### src/hdl/vcache_config.svh
// ########################################
// widths and sizes of the cache control path
// tag, index and offset must add up to the address width
// ########################################
`ifndef VCACHE_CONFIG_SVH
`define VCACHE_CONFIG_SVH

// request word, data and id widths
`define VCACHE_ADDR_W 16
`define VCACHE_DATA_W 16
`define VCACHE_ID_W 4

// address split into tag, set index and word offset
`define VCACHE_INDEX_W 3
`define VCACHE_OFFSET_W 2
`define VCACHE_TAG_W 11

// miss queue depth and profiler counter width
`define VCACHE_MISS_DEPTH 4
`define VCACHE_CTR_W 16

`endif

### src/hdl/vcache_pkg.sv
// ########################################
// shared types of the cache control path
// sized by the macros of the config header
// ########################################
`default_nettype none

package vcache_pkg;

  `include "vcache_config.svh"

  // field view of an address, tag in the upper bits
  typedef struct packed {
    logic [`VCACHE_TAG_W-1:0]    tag;
    logic [`VCACHE_INDEX_W-1:0]  index;
    logic [`VCACHE_OFFSET_W-1:0] offset;
  } vcache_addr_fields_s;

  // the DMA side sees the flat word, the lookup sees the fields
  typedef union packed {
    logic [`VCACHE_ADDR_W-1:0] flat;
    vcache_addr_fields_s       fields;
  } vcache_addr_u;

  // request from the core, also stored as a miss queue entry
  typedef struct packed {
    logic [`VCACHE_ID_W-1:0]   id;
    logic                      write_not_read;
    vcache_addr_u              addr;
    logic [`VCACHE_DATA_W-1:0] data;
  } vcache_req_s;

  typedef struct packed {
    logic [`VCACHE_ID_W-1:0] id;
    logic                    write_not_read;
    logic                    hit;
  } vcache_resp_s;

  typedef struct packed {
    logic                      write_not_read;
    logic [`VCACHE_ADDR_W-1:0] addr;
    logic [`VCACHE_DATA_W-1:0] data;
  } vcache_dma_pkt_s;

  // tag install for one set
  typedef struct packed {
    logic [`VCACHE_INDEX_W-1:0] index;
    logic [`VCACHE_TAG_W-1:0]   tag;
  } vcache_fill_s;

  typedef struct packed {
    logic [`VCACHE_CTR_W-1:0] ld_hit;
    logic [`VCACHE_CTR_W-1:0] st_hit;
    logic [`VCACHE_CTR_W-1:0] ld_hit_under_miss;
    logic [`VCACHE_CTR_W-1:0] st_hit_under_miss;
    logic [`VCACHE_CTR_W-1:0] ld_miss;
    logic [`VCACHE_CTR_W-1:0] st_miss;
    logic [`VCACHE_CTR_W-1:0] dma_read;
    logic [`VCACHE_CTR_W-1:0] dma_write;
  } vcache_stat_s;

endpackage

`default_nettype wire

### src/hdl/vcache_tag_lookup.sv
// ########################################
// direct-mapped tag lookup, response in the request cycle
// a fill in the lookup cycle is seen on the next cycle only
// ########################################
`timescale 1ns/100ps
`default_nettype none

`include "vcache_config.svh"

module vcache_tag_lookup (
  input  logic                   clk_i,
  input  logic                   reset_i,

  input  vcache_pkg::vcache_req_s  req_i,
  input  logic                   req_v_i,
  output logic                   req_ready_o,

  output vcache_pkg::vcache_resp_s resp_o,
  output logic                   resp_v_o,
  input  logic                   resp_ready_i,

  output vcache_pkg::vcache_req_s  miss_o,
  output logic                   miss_v_o,
  input  logic                   miss_ready_i,

  input  vcache_pkg::vcache_fill_s fill_i,
  input  logic                   fill_v_i
);

  import vcache_pkg::*;

  localparam int SETS_LP = 2 ** `VCACHE_INDEX_W;

  logic [`VCACHE_TAG_W-1:0] tag_r [SETS_LP];
  logic [SETS_LP-1:0]       valid_r;

  logic [`VCACHE_INDEX_W-1:0] req_index;
  logic [`VCACHE_TAG_W-1:0]   req_tag;
  logic                       hit;

  assign req_index = req_i.addr.fields.index;
  assign req_tag   = req_i.addr.fields.tag;
  assign hit       = valid_r[req_index] & (tag_r[req_index] == req_tag);

  // the response goes out with the request, so both share one handshake
  assign resp_v_o              = req_v_i;
  assign resp_o.id             = req_i.id;
  assign resp_o.write_not_read = req_i.write_not_read;
  assign resp_o.hit            = hit;

  // a miss needs room in the queue, a hit only needs the response taken
  assign req_ready_o = resp_ready_i & (hit | miss_ready_i);

  assign miss_o   = req_i;
  assign miss_v_o = req_v_i & resp_ready_i & ~hit;

  always_ff @(posedge clk_i) begin
    if (reset_i) begin
      valid_r <= '0;
    end else if (fill_v_i) begin
      valid_r[fill_i.index] <= 1'b1;
    end
  end

  always_ff @(posedge clk_i) begin
    if (fill_v_i) begin
      tag_r[fill_i.index] <= fill_i.tag;
    end
  end

endmodule

`default_nettype wire

### src/hdl/vcache_miss_fifo.sv
// ########################################
// circular miss queue, one push and one pop per cycle
// ########################################
`timescale 1ns/100ps
`default_nettype none

module vcache_miss_fifo #(
  parameter int DEPTH_P = 4
) (
  input  logic                  clk_i,
  input  logic                  reset_i,

  input  vcache_pkg::vcache_req_s data_i,
  input  logic                  v_i,
  output logic                  ready_o,

  output vcache_pkg::vcache_req_s data_o,
  output logic                  v_o,
  input  logic                  yumi_i,

  output logic                  empty_o
);

  import vcache_pkg::*;

  localparam int PTR_W_LP = (DEPTH_P > 1) ? $clog2(DEPTH_P) : 1;
  localparam int CNT_W_LP = $clog2(DEPTH_P + 1);
  localparam logic [PTR_W_LP-1:0] LAST_LP  = PTR_W_LP'(DEPTH_P - 1);
  localparam logic [CNT_W_LP-1:0] DEPTH_LP = CNT_W_LP'(DEPTH_P);

  vcache_req_s mem_r [DEPTH_P];

  logic [PTR_W_LP-1:0] wptr_r;
  logic [PTR_W_LP-1:0] rptr_r;
  logic [CNT_W_LP-1:0] count_r;
  logic                push;
  logic                pop;

  assign ready_o = (count_r != DEPTH_LP);
  assign v_o     = (count_r != '0);
  assign empty_o = (count_r == '0);
  assign data_o  = mem_r[rptr_r];

  assign push = v_i & ready_o;
  assign pop  = yumi_i & v_o;

  always_ff @(posedge clk_i) begin
    if (reset_i) begin
      wptr_r  <= '0;
      rptr_r  <= '0;
      count_r <= '0;
    end else begin
      if (push) begin
        wptr_r <= (wptr_r == LAST_LP) ? '0 : wptr_r + 1'b1;
      end
      if (pop) begin
        rptr_r <= (rptr_r == LAST_LP) ? '0 : rptr_r + 1'b1;
      end
      // push and pop together leave the count unchanged
      if (push & ~pop) begin
        count_r <= count_r + 1'b1;
      end else if (pop & ~push) begin
        count_r <= count_r - 1'b1;
      end
    end
  end

  always_ff @(posedge clk_i) begin
    if (push) begin
      mem_r[wptr_r] <= data_i;
    end
  end

endmodule

`default_nettype wire

### src/hdl/vcache_mhu.sv
// ########################################
// holds one miss at a time and issues its DMA packet
// load misses fetch the whole line, store misses write one word
// ########################################
`timescale 1ns/100ps
`default_nettype none

module vcache_mhu (
  input  logic                      clk_i,
  input  logic                      reset_i,

  input  vcache_pkg::vcache_req_s     miss_i,
  input  logic                      miss_v_i,
  output logic                      miss_yumi_o,

  output vcache_pkg::vcache_dma_pkt_s dma_pkt_o,
  output logic                      dma_v_o,
  input  logic                      dma_ready_i,

  output vcache_pkg::vcache_fill_s    fill_o,
  output logic                      fill_v_o,
  output logic                      busy_o
);

  import vcache_pkg::*;

  vcache_req_s  miss_r;
  logic         busy_r;
  vcache_addr_u line_addr;

  assign miss_yumi_o = miss_v_i & ~busy_r;
  assign dma_v_o     = busy_r;
  assign busy_o      = busy_r;

  always_comb begin
    line_addr                  = miss_r.addr;
    line_addr.fields.offset    = '0;
    dma_pkt_o.write_not_read   = miss_r.write_not_read;
    dma_pkt_o.addr             = miss_r.write_not_read ? miss_r.addr.flat : line_addr.flat;
    dma_pkt_o.data             = miss_r.write_not_read ? miss_r.data : '0;
  end

  // the tag is installed on the edge where the line read is accepted
  assign fill_v_o     = busy_r & dma_ready_i & ~miss_r.write_not_read;
  assign fill_o.index = miss_r.addr.fields.index;
  assign fill_o.tag   = miss_r.addr.fields.tag;

  always_ff @(posedge clk_i) begin
    if (reset_i) begin
      busy_r <= 1'b0;
    end else if (miss_yumi_o) begin
      busy_r <= 1'b1;
    end else if (busy_r & dma_ready_i) begin
      busy_r <= 1'b0;
    end
  end

  always_ff @(posedge clk_i) begin
    if (miss_yumi_o) begin
      miss_r <= miss_i;
    end
  end

endmodule

`default_nettype wire

### src/hdl/vcache_profiler.sv
// ########################################
// saturating event counters with a snapshot on request
// the snapshot excludes events of the request's own cycle
// ########################################
`timescale 1ns/100ps
`default_nettype none

`include "vcache_config.svh"

module vcache_profiler (
  input  logic                     clk_i,
  input  logic                     reset_i,

  input  logic                     req_v_i,
  input  logic                     req_ready_i,
  input  logic                     req_write_not_read_i,
  input  logic                     req_hit_i,
  input  logic                     mhu_idle_i,

  input  logic                     dma_v_i,
  input  logic                     dma_ready_i,
  input  logic                     dma_write_not_read_i,

  input  logic                     print_stat_v_i,
  input  logic [`VCACHE_DATA_W-1:0] print_tag_i,
  output vcache_pkg::vcache_stat_s   stat_o,
  output logic [`VCACHE_DATA_W-1:0] stat_tag_o,
  output logic                     stat_v_o
);

  import vcache_pkg::*;

  vcache_stat_s              stat_r;
  vcache_stat_s              snap_r;
  logic [`VCACHE_DATA_W-1:0] snap_tag_r;
  logic                      snap_v_r;

  logic req_xfer;
  logic dma_xfer;
  logic ld_hit_inc;
  logic st_hit_inc;
  logic ld_miss_inc;
  logic st_miss_inc;

  assign req_xfer    = req_v_i & req_ready_i;
  assign dma_xfer    = dma_v_i & dma_ready_i;
  assign ld_hit_inc  = req_xfer & req_hit_i & ~req_write_not_read_i;
  assign st_hit_inc  = req_xfer & req_hit_i & req_write_not_read_i;
  assign ld_miss_inc = req_xfer & ~req_hit_i & ~req_write_not_read_i;
  assign st_miss_inc = req_xfer & ~req_hit_i & req_write_not_read_i;

  // counters stop at all ones instead of wrapping
  function automatic logic [`VCACHE_CTR_W-1:0] sat_inc(
    input logic [`VCACHE_CTR_W-1:0] ctr,
    input logic                     en
  );
    return (en && (ctr != '1)) ? ctr + 1'b1 : ctr;
  endfunction

  always_ff @(posedge clk_i) begin
    if (reset_i) begin
      stat_r <= '0;
    end else begin
      stat_r.ld_hit            <= sat_inc(stat_r.ld_hit, ld_hit_inc);
      stat_r.st_hit            <= sat_inc(stat_r.st_hit, st_hit_inc);
      stat_r.ld_hit_under_miss <= sat_inc(stat_r.ld_hit_under_miss, ld_hit_inc & ~mhu_idle_i);
      stat_r.st_hit_under_miss <= sat_inc(stat_r.st_hit_under_miss, st_hit_inc & ~mhu_idle_i);
      stat_r.ld_miss           <= sat_inc(stat_r.ld_miss, ld_miss_inc);
      stat_r.st_miss           <= sat_inc(stat_r.st_miss, st_miss_inc);
      stat_r.dma_read          <= sat_inc(stat_r.dma_read, dma_xfer & ~dma_write_not_read_i);
      stat_r.dma_write         <= sat_inc(stat_r.dma_write, dma_xfer & dma_write_not_read_i);
    end
  end

  always_ff @(posedge clk_i) begin
    if (reset_i) begin
      snap_v_r <= 1'b0;
    end else begin
      snap_v_r <= print_stat_v_i;
    end
  end

  always_ff @(posedge clk_i) begin
    if (print_stat_v_i) begin
      snap_r     <= stat_r;
      snap_tag_r <= print_tag_i;
    end
  end

  assign stat_o     = snap_r;
  assign stat_tag_o = snap_tag_r;
  assign stat_v_o   = snap_v_r;

endmodule

`default_nettype wire

### src/hdl/vcache_top.sv
// ########################################
// cache control path: lookup, miss queue, MHU, profiler
// up to miss queue depth plus one misses can be outstanding
// ########################################
`timescale 1ns/100ps
`default_nettype none

`include "vcache_config.svh"

module vcache_top (
  input  logic                      clk_i,
  input  logic                      reset_i,

  input  vcache_pkg::vcache_req_s     req_i,
  input  logic                      req_v_i,
  output logic                      req_ready_o,

  output vcache_pkg::vcache_resp_s    resp_o,
  output logic                      resp_v_o,
  input  logic                      resp_ready_i,

  output vcache_pkg::vcache_dma_pkt_s dma_pkt_o,
  output logic                      dma_v_o,
  input  logic                      dma_ready_i,

  input  logic                      print_stat_v_i,
  input  logic [`VCACHE_DATA_W-1:0]  print_tag_i,
  output vcache_pkg::vcache_stat_s    stat_o,
  output logic [`VCACHE_DATA_W-1:0]  stat_tag_o,
  output logic                      stat_v_o
);

  import vcache_pkg::*;

  vcache_req_s  miss;
  logic         miss_v;
  logic         miss_ready;
  vcache_req_s  q_data;
  logic         q_v;
  logic         q_yumi;
  logic         q_empty;
  vcache_fill_s fill;
  logic         fill_v;
  logic         mhu_busy;
  logic         mhu_idle;

  // no miss is outstanding once the queue and the MHU are both empty
  assign mhu_idle = q_empty & ~mhu_busy;

  vcache_tag_lookup u_tag_lookup (
    .clk_i        (clk_i),
    .reset_i      (reset_i),
    .req_i        (req_i),
    .req_v_i      (req_v_i),
    .req_ready_o  (req_ready_o),
    .resp_o       (resp_o),
    .resp_v_o     (resp_v_o),
    .resp_ready_i (resp_ready_i),
    .miss_o       (miss),
    .miss_v_o     (miss_v),
    .miss_ready_i (miss_ready),
    .fill_i       (fill),
    .fill_v_i     (fill_v)
  );

  vcache_miss_fifo #(
    .DEPTH_P (`VCACHE_MISS_DEPTH)
  ) u_miss_fifo (
    .clk_i   (clk_i),
    .reset_i (reset_i),
    .data_i  (miss),
    .v_i     (miss_v),
    .ready_o (miss_ready),
    .data_o  (q_data),
    .v_o     (q_v),
    .yumi_i  (q_yumi),
    .empty_o (q_empty)
  );

  vcache_mhu u_mhu (
    .clk_i       (clk_i),
    .reset_i     (reset_i),
    .miss_i      (q_data),
    .miss_v_i    (q_v),
    .miss_yumi_o (q_yumi),
    .dma_pkt_o   (dma_pkt_o),
    .dma_v_o     (dma_v_o),
    .dma_ready_i (dma_ready_i),
    .fill_o      (fill),
    .fill_v_o    (fill_v),
    .busy_o      (mhu_busy)
  );

  vcache_profiler u_profiler (
    .clk_i                (clk_i),
    .reset_i              (reset_i),
    .req_v_i              (req_v_i),
    .req_ready_i          (req_ready_o),
    .req_write_not_read_i (req_i.write_not_read),
    .req_hit_i            (resp_o.hit),
    .mhu_idle_i           (mhu_idle),
    .dma_v_i              (dma_v_o),
    .dma_ready_i          (dma_ready_i),
    .dma_write_not_read_i (dma_pkt_o.write_not_read),
    .print_stat_v_i       (print_stat_v_i),
    .print_tag_i          (print_tag_i),
    .stat_o               (stat_o),
    .stat_tag_o           (stat_tag_o),
    .stat_v_o             (stat_v_o)
  );

endmodule

`default_nettype wire

### config.mk
export PLATFORM = sky130hd
export DESIGN_NAME = vcache_top
export DESIGN_NICKNAME = d
export VERILOG_FILES = /design/src/hdl/vcache_pkg.sv /design/src/hdl/vcache_tag_lookup.sv /design/src/hdl/vcache_miss_fifo.sv /design/src/hdl/vcache_mhu.sv /design/src/hdl/vcache_profiler.sv /design/src/hdl/vcache_top.sv
export VERILOG_INCLUDE_DIRS = /design/src /design/src/hdl
export SDC_FILE = /design/constraint.sdc
export NUM_CORES = 1
export LEC_CHECK = 0
export ABC_AREA = 1
export BUFFER_PORTS_ARGS = -buffer_cell sky130_fd_sc_hd__buf_2
export CORE_UTILIZATION = 44
export DETAILED_ROUTE_END_ITERATION = 7
export SETUP_SLACK_MARGIN = 0.3
export SYNTH_ARGS = -nofsm -noshare
export SYNTH_HDL_FRONTEND = slang
export SYNTH_SLANG_ARGS = --single-unit
### constraint.sdc
create_clock -name clk_i -period 11.03 [get_ports clk_i]
set_input_delay 2.206 -clock clk_i [delete_from_list [all_inputs] [get_ports clk_i]]
set_output_delay 2.206 -clock clk_i [all_outputs]
set_load 0.05 [all_outputs]
==> results of run 1 <==
## routing by layer
metal / track usage [%] / vias to the layer above / share of wire (%)
li1: - / 7662 / -
met1: 24.3 / 7274 / 43
met2: 32.2 / 426 / 47
met3: 4.50 / 127 / 6.1
met4: 7.89 / 6 / 3.6
met5: 0 / - / 0.066
## state kept, by name (all words and copies together), names as in the netlist
register / cells
u_miss_fifo.rptr_r: 2
u_profiler.stat_tag_o: 16
u_profiler.stat_r: 128
u_miss_fifo.wptr_r: 2
u_miss_fifo.mem_r: 132
u_mhu.miss_r: 18
u_tag_lookup.tag_r: 88
u_profiler.stat_o: 128
u_tag_lookup.valid_r: 8
u_mhu.busy_o: 1
u_miss_fifo.count_r: 3
u_profiler.stat_v_o: 1
u_mhu.fill_o: 14
u_mhu.dma_pkt_o: 1
## placed cells by master, fill, tap and decap left out, drive strengths merged, types with 13 or more instances in the layout
cell	Yosys	layout
nand3	157	157
nor2	268	268
dfxtp	145	145
xor2	13	13
clkinv	1	21
clkbuf	37	67
a21oi	87	87
nand2	434	434
ha	14	14
o21ai	99	99
nand4	41	41
xnor2	13	13
buf	52	254
o22ai	33	33
edfxtp	397	397
inv	281	284
nor3	45	45
## where the power goes
part	leakage [nW]	internal, mW	switching [mW]
sequential	4.97	2.43	0.136
clock	0.915	1.15	0.794
combinational	4.23	0.207	0.744
total	10.1	3.79	1.67
## how the worst min path moves through the flow
stage,start,to,slack (ns),cells past startpoint
final,u_profiler.stat_r[89],u_profiler.stat_o[89],0.43,0
after global routing,u_profiler.stat_r[89],u_profiler.stat_o[89],0.44,0
after CTS,u_profiler.stat_r[110],u_profiler.stat_o[110],0.43,0
after detailed placement,u_profiler.stat_r[111],u_profiler.stat_o[111],0.42,0
after global placement,u_profiler.stat_r[25],u_profiler.stat_o[25],0.42,0
after floorplan,u_profiler.stat_r[110],u_profiler.stat_o[110],0.41,0
## per-stage QoR
stage,instance area (um2),instances
floorplan,22200,2156
global placement,23900,2985
detailed placement,23900,2985
CTS,25800,3091
global route,25800,3092
finish,25800,3093
## worst max-delay path, cell delays in order
cell and delay, ns:
sky130_fd_sc_hd__buf_2 0.74, sky130_fd_sc_hd__inv_6 0.30, sky130_fd_sc_hd__nand2_1 0.15, sky130_fd_sc_hd__nand3_1 0.09, sky130_fd_sc_hd__nand3_1 0.13, sky130_fd_sc_hd__nand2_1 0.09
sky130_fd_sc_hd__nand2_1 0.06, sky130_fd_sc_hd__nand2_1 0.05, sky130_fd_sc_hd__nor2_1 0.10, sky130_fd_sc_hd__nand2_1 0.08, sky130_fd_sc_hd__nor2_2 0.26, sky130_fd_sc_hd__nand2_2 0.16
sky130_fd_sc_hd__a21boi_0 0.19, sky130_fd_sc_hd__buf_2 0.29
## cell families (layout without fill, tap and decap cells)
family                   count (synthesis)  after routing  share of synthesized area [%]
XOR/XNOR                                26             26                           1.03
flip-flops                             542            542                           66.8
adder cells (fa/ha/maj)                 15             15                          0.879
buffers and inverters                  371            642                           7.12
AO/OA/AOI/OAI                          230            230                           5.48
other                                    0              2                              0
AND/OR/NAND/NOR                        972            972                           18.7
## cell type report
cell class | count | share of cell area (%)
Sequential cell | 542 | 57.5
Multi-Input combinational cell | 1243 | 22.6
Clock buffer | 67 | 5.75
Timing Repair Buffer | 254 | 5.12
Inverter | 282 | 4.12
Tap cell | 664 | 3.22
Clock inverter | 39 | 1.69
Antenna cell | 2 | 0.0194
==> results.py, run 1 <==
metrics = {
    "yosys": {
        "synth_nets": 2230,
        "synth_area_leader_cell": "sky130_fd_sc_hd__edfxtp_1",
        "yosys-top-cells-area": "sky130_fd_sc_hd__edfxtp_1 54%, sky130_fd_sc_hd__dfxtp_1 13%, sky130_fd_sc_hd__nand2_1 7.3%",
        "syn-mean-instance-area_um2": 10.3,
        "synthFlopType": "sky130_fd_sc_hd__edfxtp_1",
        "synth-edff-count": 397,
        "netlist_instances": 2156,
        "synth_commonest_cells": "430 x sky130_fd_sc_hd__nand2_1, 397 x sky130_fd_sc_hd__edfxtp_1, 277 x sky130_fd_sc_hd__inv_1, 261 x sky130_fd_sc_hd__nor2_1, 156 x sky130_fd_sc_hd__nand3_1",
        "netlist_area_um2": 22200,
        "synth_async_sr_flop_share_pct": 0,
        "synth.most_common_cell": "sky130_fd_sc_hd__nand2_1",
        "yosys_warnings": 0,
        "synth_cell_types": 41,
        "yosys_register_bits": 542,
        "synth_top_cell_area_share_pct": 53.7,
        "synth.yosys.seq_area_share_pct": 66.8,
    },
    "critical_path": {
        "reg_to_reg_slack_setup_ns": 7.84,
        "crit_end": "req_ready_o",
        "worstRegToRegCells": 14,
        "worst_ep_required_time_ns": 8.82,
        "worstSetupEndpointType": "primary output",
        "setup.worst_path.start": "req_i[18]",
        "rr_startpoint": "u_tag_lookup.tag_r[5][6]",
        "crit_arrival_ns": 4.94,
        "critical_path_class": "in2out",
        "start_kind": "primary input",
        "r2r_end": "u_profiler.stat_r[109]",
        "timing.critical_path.fanout_max": 55,
    },
    "routing": {
        "drt_drc_violations_left": 0,
        "drt-wirelength-per-cell_um": 16.1,
        "vias_per_cell": 5.01,
        "route.antenna.remaining_nets": 0,
        "drt_iter0_drc": 1034,
        "number_of_iterations_in_the_first_detailed_routing_pass": 5,
        "routed-via-count": 15500,
        "drt-total-wl_mm": 49.7,
    },
    "clock_network": {
        "clock_pin_transition_on_the_worst_setup_and_hold_timing_paths_ns": 0.05,
        "cts.repair_timing.setup_buffer_count": 0,
        "clkLatencyLatePin_ns": 0.62,
        "cts_num_sinks": 542,
        "ctsResizeCount": 0,
        "tritoncts": "built",
        "ctsRootBufferMaster": "sky130_fd_sc_hd__clkbuf_16",
        "postCtsHoldBufs": 0,
        "clock_tree.htree_level_count": 2,
        "clockBufferDepth": 3,
        "number_of_buffers_created_by_cts": 56,
    },
    "global_routing": {
        "grt_pass1_wl_mm": 77.0,
        "grt_antenna_before_repair": 4,
        "groute.usage.overall_pct": 19.4,
        "grt_overflow": 0,
        "pin_count_of_the_biggest_net_entering_global_routing": 78,
        "first_global_vias": 14800,
    },
    "timing": {
        "timing.final.crit_period_ns": 7.15,
        "timing.final.ws_setup_ns": 3.88,
        "final.period_utilization_pct": 64.8,
        "timing_hold_violations_final": 0,
        "rsz_0062_raised_after_global_routing": "false",
        "final_setup_violation_count": 0,
        "drv_slew": 0,
        "final.setup.tns_ns": 0,
        "finClkSkew_ns": 0.0239,
        "max_freq_mhz": 140,
        "hold-worst-slack_ns": 0.434,
        "slew_headroom_pct": 16.8,
        "tightest_pin_transition_ns": 1.24,
    },
    "cells_and_area": {
        "final_net_count": 2453,
        "final_layout_size_suffix_gt1_share_pct": 15.5,
        "layout.filler_cells": 4377,
        "multi_input_comb_area_um2": 5840,
        "layout-area-overhead-vs-synth_pct": 16.2,
        "fraction_of_the_core_area_covered_by_cells_at_the_end_of_the_flow_pct": 52.3,
        "layout.area.seq_um2": 14800,
    },
    "placement": {
        "buffer_ports.inserted": 237,
        "globalplace.congestion": 0.875,
        "dpl.hpwl_mm": 32.7,
        "worst_slack_after_detailed_placement_ns": 3.90,
    },
    "floorplan": {
        "fp.dieH_um": 227,
        "initial_core_util_pct": 45.0,
        "ioPinCount": 246,
        "core-area_um2": 49400,
        "row_count": 81,
        "die_x_um": 227,
        "fp.dieArea_um2": 51400,
    },
    "pwr": {
        "power_dens_cells_nw_per_um2": 212,
        "static-leakage-power_nw": 10.1,
        "vdd_drop_max_uv": 153,
        "total_chip_power_mw": 5.46,
    },
    "run": {
        "max_cap_violations": 0,
    },
    "hold_path": {
        "timing.hold.worst.class": "reg2reg",
    },
    "run_status": {
        "outcome": "completed",
    },
}
Note: power is estimated with default switching activity, not from simulation.
==> run 2, diff against run 1 <==
--- a/config.mk
+++ b/config.mk
@@ -6,7 +6,7 @@
 export SDC_FILE = /design/constraint.sdc
 export NUM_CORES = 1
 export LEC_CHECK = 0
-export ABC_AREA = 1
+export ABC_AREA = 0
 export BUFFER_PORTS_ARGS = -buffer_cell sky130_fd_sc_hd__buf_2
 export CORE_UTILIZATION = 44
 export DETAILED_ROUTE_END_ITERATION = 7
==> constraint.sdc (replaced) <==
create_clock -name clk_i -period 7.5 [get_ports clk_i]
set_input_delay 1.5 -clock clk_i [delete_from_list [all_inputs] [get_ports clk_i]]
set_output_delay 1.5 -clock clk_i [all_outputs]
set_load 0.05 [all_outputs]
==> run 2 against run 1 <==
The run now ends with DRC left. Total power is 42% higher. Sequential power is 46% higher. Hold slack better by 0.034 ns. Clock skew is 0.00093 ns higher. Register-to-register slack worse by 4.0 ns. Synthesized area is 5.6% lower. Synthesized cell count is 35% lower. Worst setup slack worse by 2.5 ns. Critical path depth is 5 lower.
==> results.py, run 2 <==
metrics = {
    "timing": {
        "slew_headroom_pct": 28.4,
        "tightest_pin_transition_ns": 1.07,
        "finClkSkew_ns": 0.0249,
        "timing_hold_violations_final": 0,
        "rsz_0062_raised_after_global_routing": "false",
        "final.period_utilization_pct": 80.9,
        "timing.final.ws_setup_ns": 1.43,
        "max_freq_mhz": 165,
        "drv_slew": 0,
        "final_setup_violation_count": 0,
        "final.setup.tns_ns": 0,
        "timing.final.crit_period_ns": 6.07,
    },
    "yosys": {
        "synth.yosys.seq_area_share_pct": 70.7,
        "synth_commonest_cells": "397 x sky130_fd_sc_hd__edfxtp_1, 149 x sky130_fd_sc_hd__nor2_1, 145 x sky130_fd_sc_hd__dfxtp_1, 62 x sky130_fd_sc_hd__xnor2_1, 57 x sky130_fd_sc_hd__nand3_1",
        "synth_top_cell_area_share_pct": 56.8,
        "synthFlopType": "sky130_fd_sc_hd__edfxtp_1",
        "yosys_warnings": 0,
        "synth_cell_types": 63,
        "synth_nets": 1480,
        "synth_async_sr_flop_share_pct": 0,
        "syn-mean-instance-area_um2": 14.9,
        "synth-edff-count": 397,
        "yosys-top-cells-area": "sky130_fd_sc_hd__edfxtp_1 57%, sky130_fd_sc_hd__dfxtp_1 14%, sky130_fd_sc_hd__mux4_2 4.9%",
        "netlist_area_um2": 21000,
        "synth.most_common_cell": "sky130_fd_sc_hd__edfxtp_1",
        "synth_area_leader_cell": "sky130_fd_sc_hd__edfxtp_1",
        "netlist_instances": 1406,
        "yosys_register_bits": 542,
    },
    "clock_network": {
        "cts.repair_timing.setup_buffer_count": 0,
        "number_of_buffers_created_by_cts": 55,
        "tritoncts": "built",
        "postCtsHoldBufs": 0,
        "ctsRootBufferMaster": "sky130_fd_sc_hd__clkbuf_16",
        "ctsResizeCount": 0,
        "cts_num_sinks": 542,
        "clkLatencyLatePin_ns": 0.60,
        "clock_pin_transition_on_the_worst_setup_and_hold_timing_paths_ns": 0.06,
        "clockBufferDepth": 3,
        "clock_tree.htree_level_count": 2,
    },
    "cells_and_area": {
        "layout-area-overhead-vs-synth_pct": 16.9,
        "fraction_of_the_core_area_covered_by_cells_at_the_end_of_the_flow_pct": 52.5,
        "final_layout_size_suffix_gt1_share_pct": 24.8,
        "antenna-diode-count": 0,
        "final_net_count": 1718,
        "mostFrequentLayoutCells": "397 x sky130_fd_sc_hd__edfxtp_1, 235 x sky130_fd_sc_hd__buf_2, 147 x sky130_fd_sc_hd__nor2_1",
        "most_common_cell_after_layout_fill_and_taps_aside": "sky130_fd_sc_hd__edfxtp_1",
        "largest_register_ffs": 132,
        "most_flop_heavy_register": "u_miss_fifo.mem_r",
    },
    "global_routing": {
        "grt_pass1_wl_mm": 67.0,
        "grt_overflow": 0,
        "pin_count_of_the_biggest_net_entering_global_routing": 83,
        "grt_antenna_before_repair": 1,
        "first_global_vias": 11800,
        "groute.usage.overall_pct": 18.2,
    },
    "critical_path": {
        "critPathMostFrequentCell": "sky130_fd_sc_hd__buf_2",
        "timing.critical_path.fanout_max": 25,
        "worst_ep_required_time_ns": 6.00,
        "critical-path-max-stage-delay_ns": 0.58,
        "worstSetupEndpointType": "primary output",
        "critical_path_class": "in2out",
        "worst_path_max_delay_cell": "sky130_fd_sc_hd__mux4_2",
        "worstPathCellList": "buf_2 -> mux4_2 -> mux2i_1 -> xnor2_1 -> nor4_1 -> nand4_1 -> buf_4 -> a21boi_0 -> buf_2",
        "start_kind": "primary input",
        "crit_arrival_ns": 4.57,
    },
    "routing": {
        "number_of_iterations_in_the_first_detailed_routing_pass": 8,
        "vias_per_cell": 5.27,
        "wl_met2_mm": 20.9,
        "drt-total-wl_mm": 44.0,
        "drt_drc_violations_left": 27,
        "met3_wirelength_mm": 3.13,
        "drt-wirelength-per-cell_um": 19.1,
        "drt_iter0_drc": 694,
        "route.antenna.remaining_nets": 0,
        "maxUsedRoutingLayer": "met5",
        "routed-via-count": 12100,
        "drt-met1-wl_mm": 18.9,
    },
    "run": {
        "max_cap_violations": 0,
    },
    "pwr": {
        "total_switching_power_mw": 2.18,
        "p_sw_share_pct": 28.0,
        "vdd_drop_max_uv": 267,
        "power_dens_cells_nw_per_um2": 317,
        "power.share.sequential_pct": 48.1,
        "cellInternalPower_mw": 5.59,
        "clock_power_share_pct": 36.3,
        "static-leakage-power_nw": 8.78,
        "combinationalPowerShare_pct": 15.6,
    },
    "placement": {
        "buffer_ports.inserted": 237,
        "worst_slack_after_detailed_placement_ns": 1.45,
        "dpl.hpwl_mm": 28.7,
        "globalplace.congestion": 0.801,
    },
    "floorplan": {
        "fp.dieArea_um2": 48500,
        "die_x_um": 220,
        "core-area_um2": 46800,
        "initial_core_util_pct": 44.9,
        "ioPinCount": 246,
        "row_count": 79,
        "fp.dieH_um": 220,
    },
    "run_status": {
        "outcome": "finished, violations left",
        "failed_checks": "DRC",
    },
    "hold_path": {
        "timing.hold.worst.class": "reg2reg",
    },
}
[run 2: cell count changes after synthesis, sizes merged, moves of 29 or more]
cell / previous run / this run
a21oi: 87 / 38
and2: 0 / 29
and3: 2 / 37
inv: 281 / 24
mux4: 0 / 49
nand2: 434 / 49
nand3: 157 / 57
nor2: 268 / 149
o21ai: 99 / 23
o22ai: 33 / 1
xnor2: 13 / 62
[run 2: through the flow]
step	cell area [um2]	instances	hold WS (ns)	power (mW)
floorplan	21000	1406	0.406	4.68
global placement	22700	2194	0.447	5.02
detailed placement	22700	2194	0.457	5.03
CTS	24500	2298	0.469	7.86
global route	24500	2298	0.490	8.07
finish	24500	2298	0.468	7.76
[run 2: logic make-up (layout without fill, tap and decap cells)]
family,Yosys count,count (layout),share of synthesized area (%)
compound gates,98,98,3.01
xor+xnor,90,90,3.76
fa+ha+maj,15,15,0.931
buf+inv,96,381,2.36
flops,542,542,70.7
mux,87,87,7.25
simple gates,478,478,12.0
[run 2: per-layer routing]
| layer | vias to the layer above | GRT usage (%) |
|---|---|---|
| met5 | - | 0 |
| met4 | 2 | 5.72 |
| met3 | 74 | 4.55 |
| met2 | 334 | 29.9 |
| met1 | 5961 | 23.6 |
| li1 | 5743 | - |
[run 2: critical path, delay by kind of cell]
family	cells	cell delay, ns
buffers and inverters	3	1.15
AND/OR/NAND/NOR	2	0.60
XOR/XNOR	1	0.17
AO/OA/AOI/OAI	1	0.37
multiplexers	2	0.75
[run 2: worst paths after layout]
| kind | slack [ns] | depth (start not counted) | to | from |
|---|---|---|---|---|
| max | 1.43 | 9 | req_ready_o | req_i[18] |
| max reg2reg | 3.81 | 14 | u_miss_fifo.count_r[2] | u_tag_lookup.tag_r[3][5] |
| min reg2reg | 0.47 | 0 | u_profiler.stat_o[43] | u_profiler.stat_r[43] |
| min | 0.47 | 0 | u_profiler.stat_o[43] | u_profiler.stat_r[43] |
[run 2: power groups by stage]
stage	Sequential, mW	Clock, mW	Combinational [mW]
2_1_floorplan	3.80	0	0.880
3_3_place_gp	3.80	0	1.22
3_5_place_dp	3.81	0	1.23
4_1_cts	3.75	2.89	1.23
5_1_grt	3.77	3.01	1.29
6_report	3.74	2.82	1.21
[run 2: layout make-up]
| type | count | area (um2) |
|---|---|---|
| clock buffers | 72 | 1480 |
| clock inverters | 32 | 392 |
| fillers | 3904 | 22200 |
| inverters | 25 | 93.8 |
| multi-input cells | 768 | 5670 |
| flip-flops and latches | 542 | 14800 |
| well taps | 607 | 759 |
| repair buffers | 252 | 1310 |
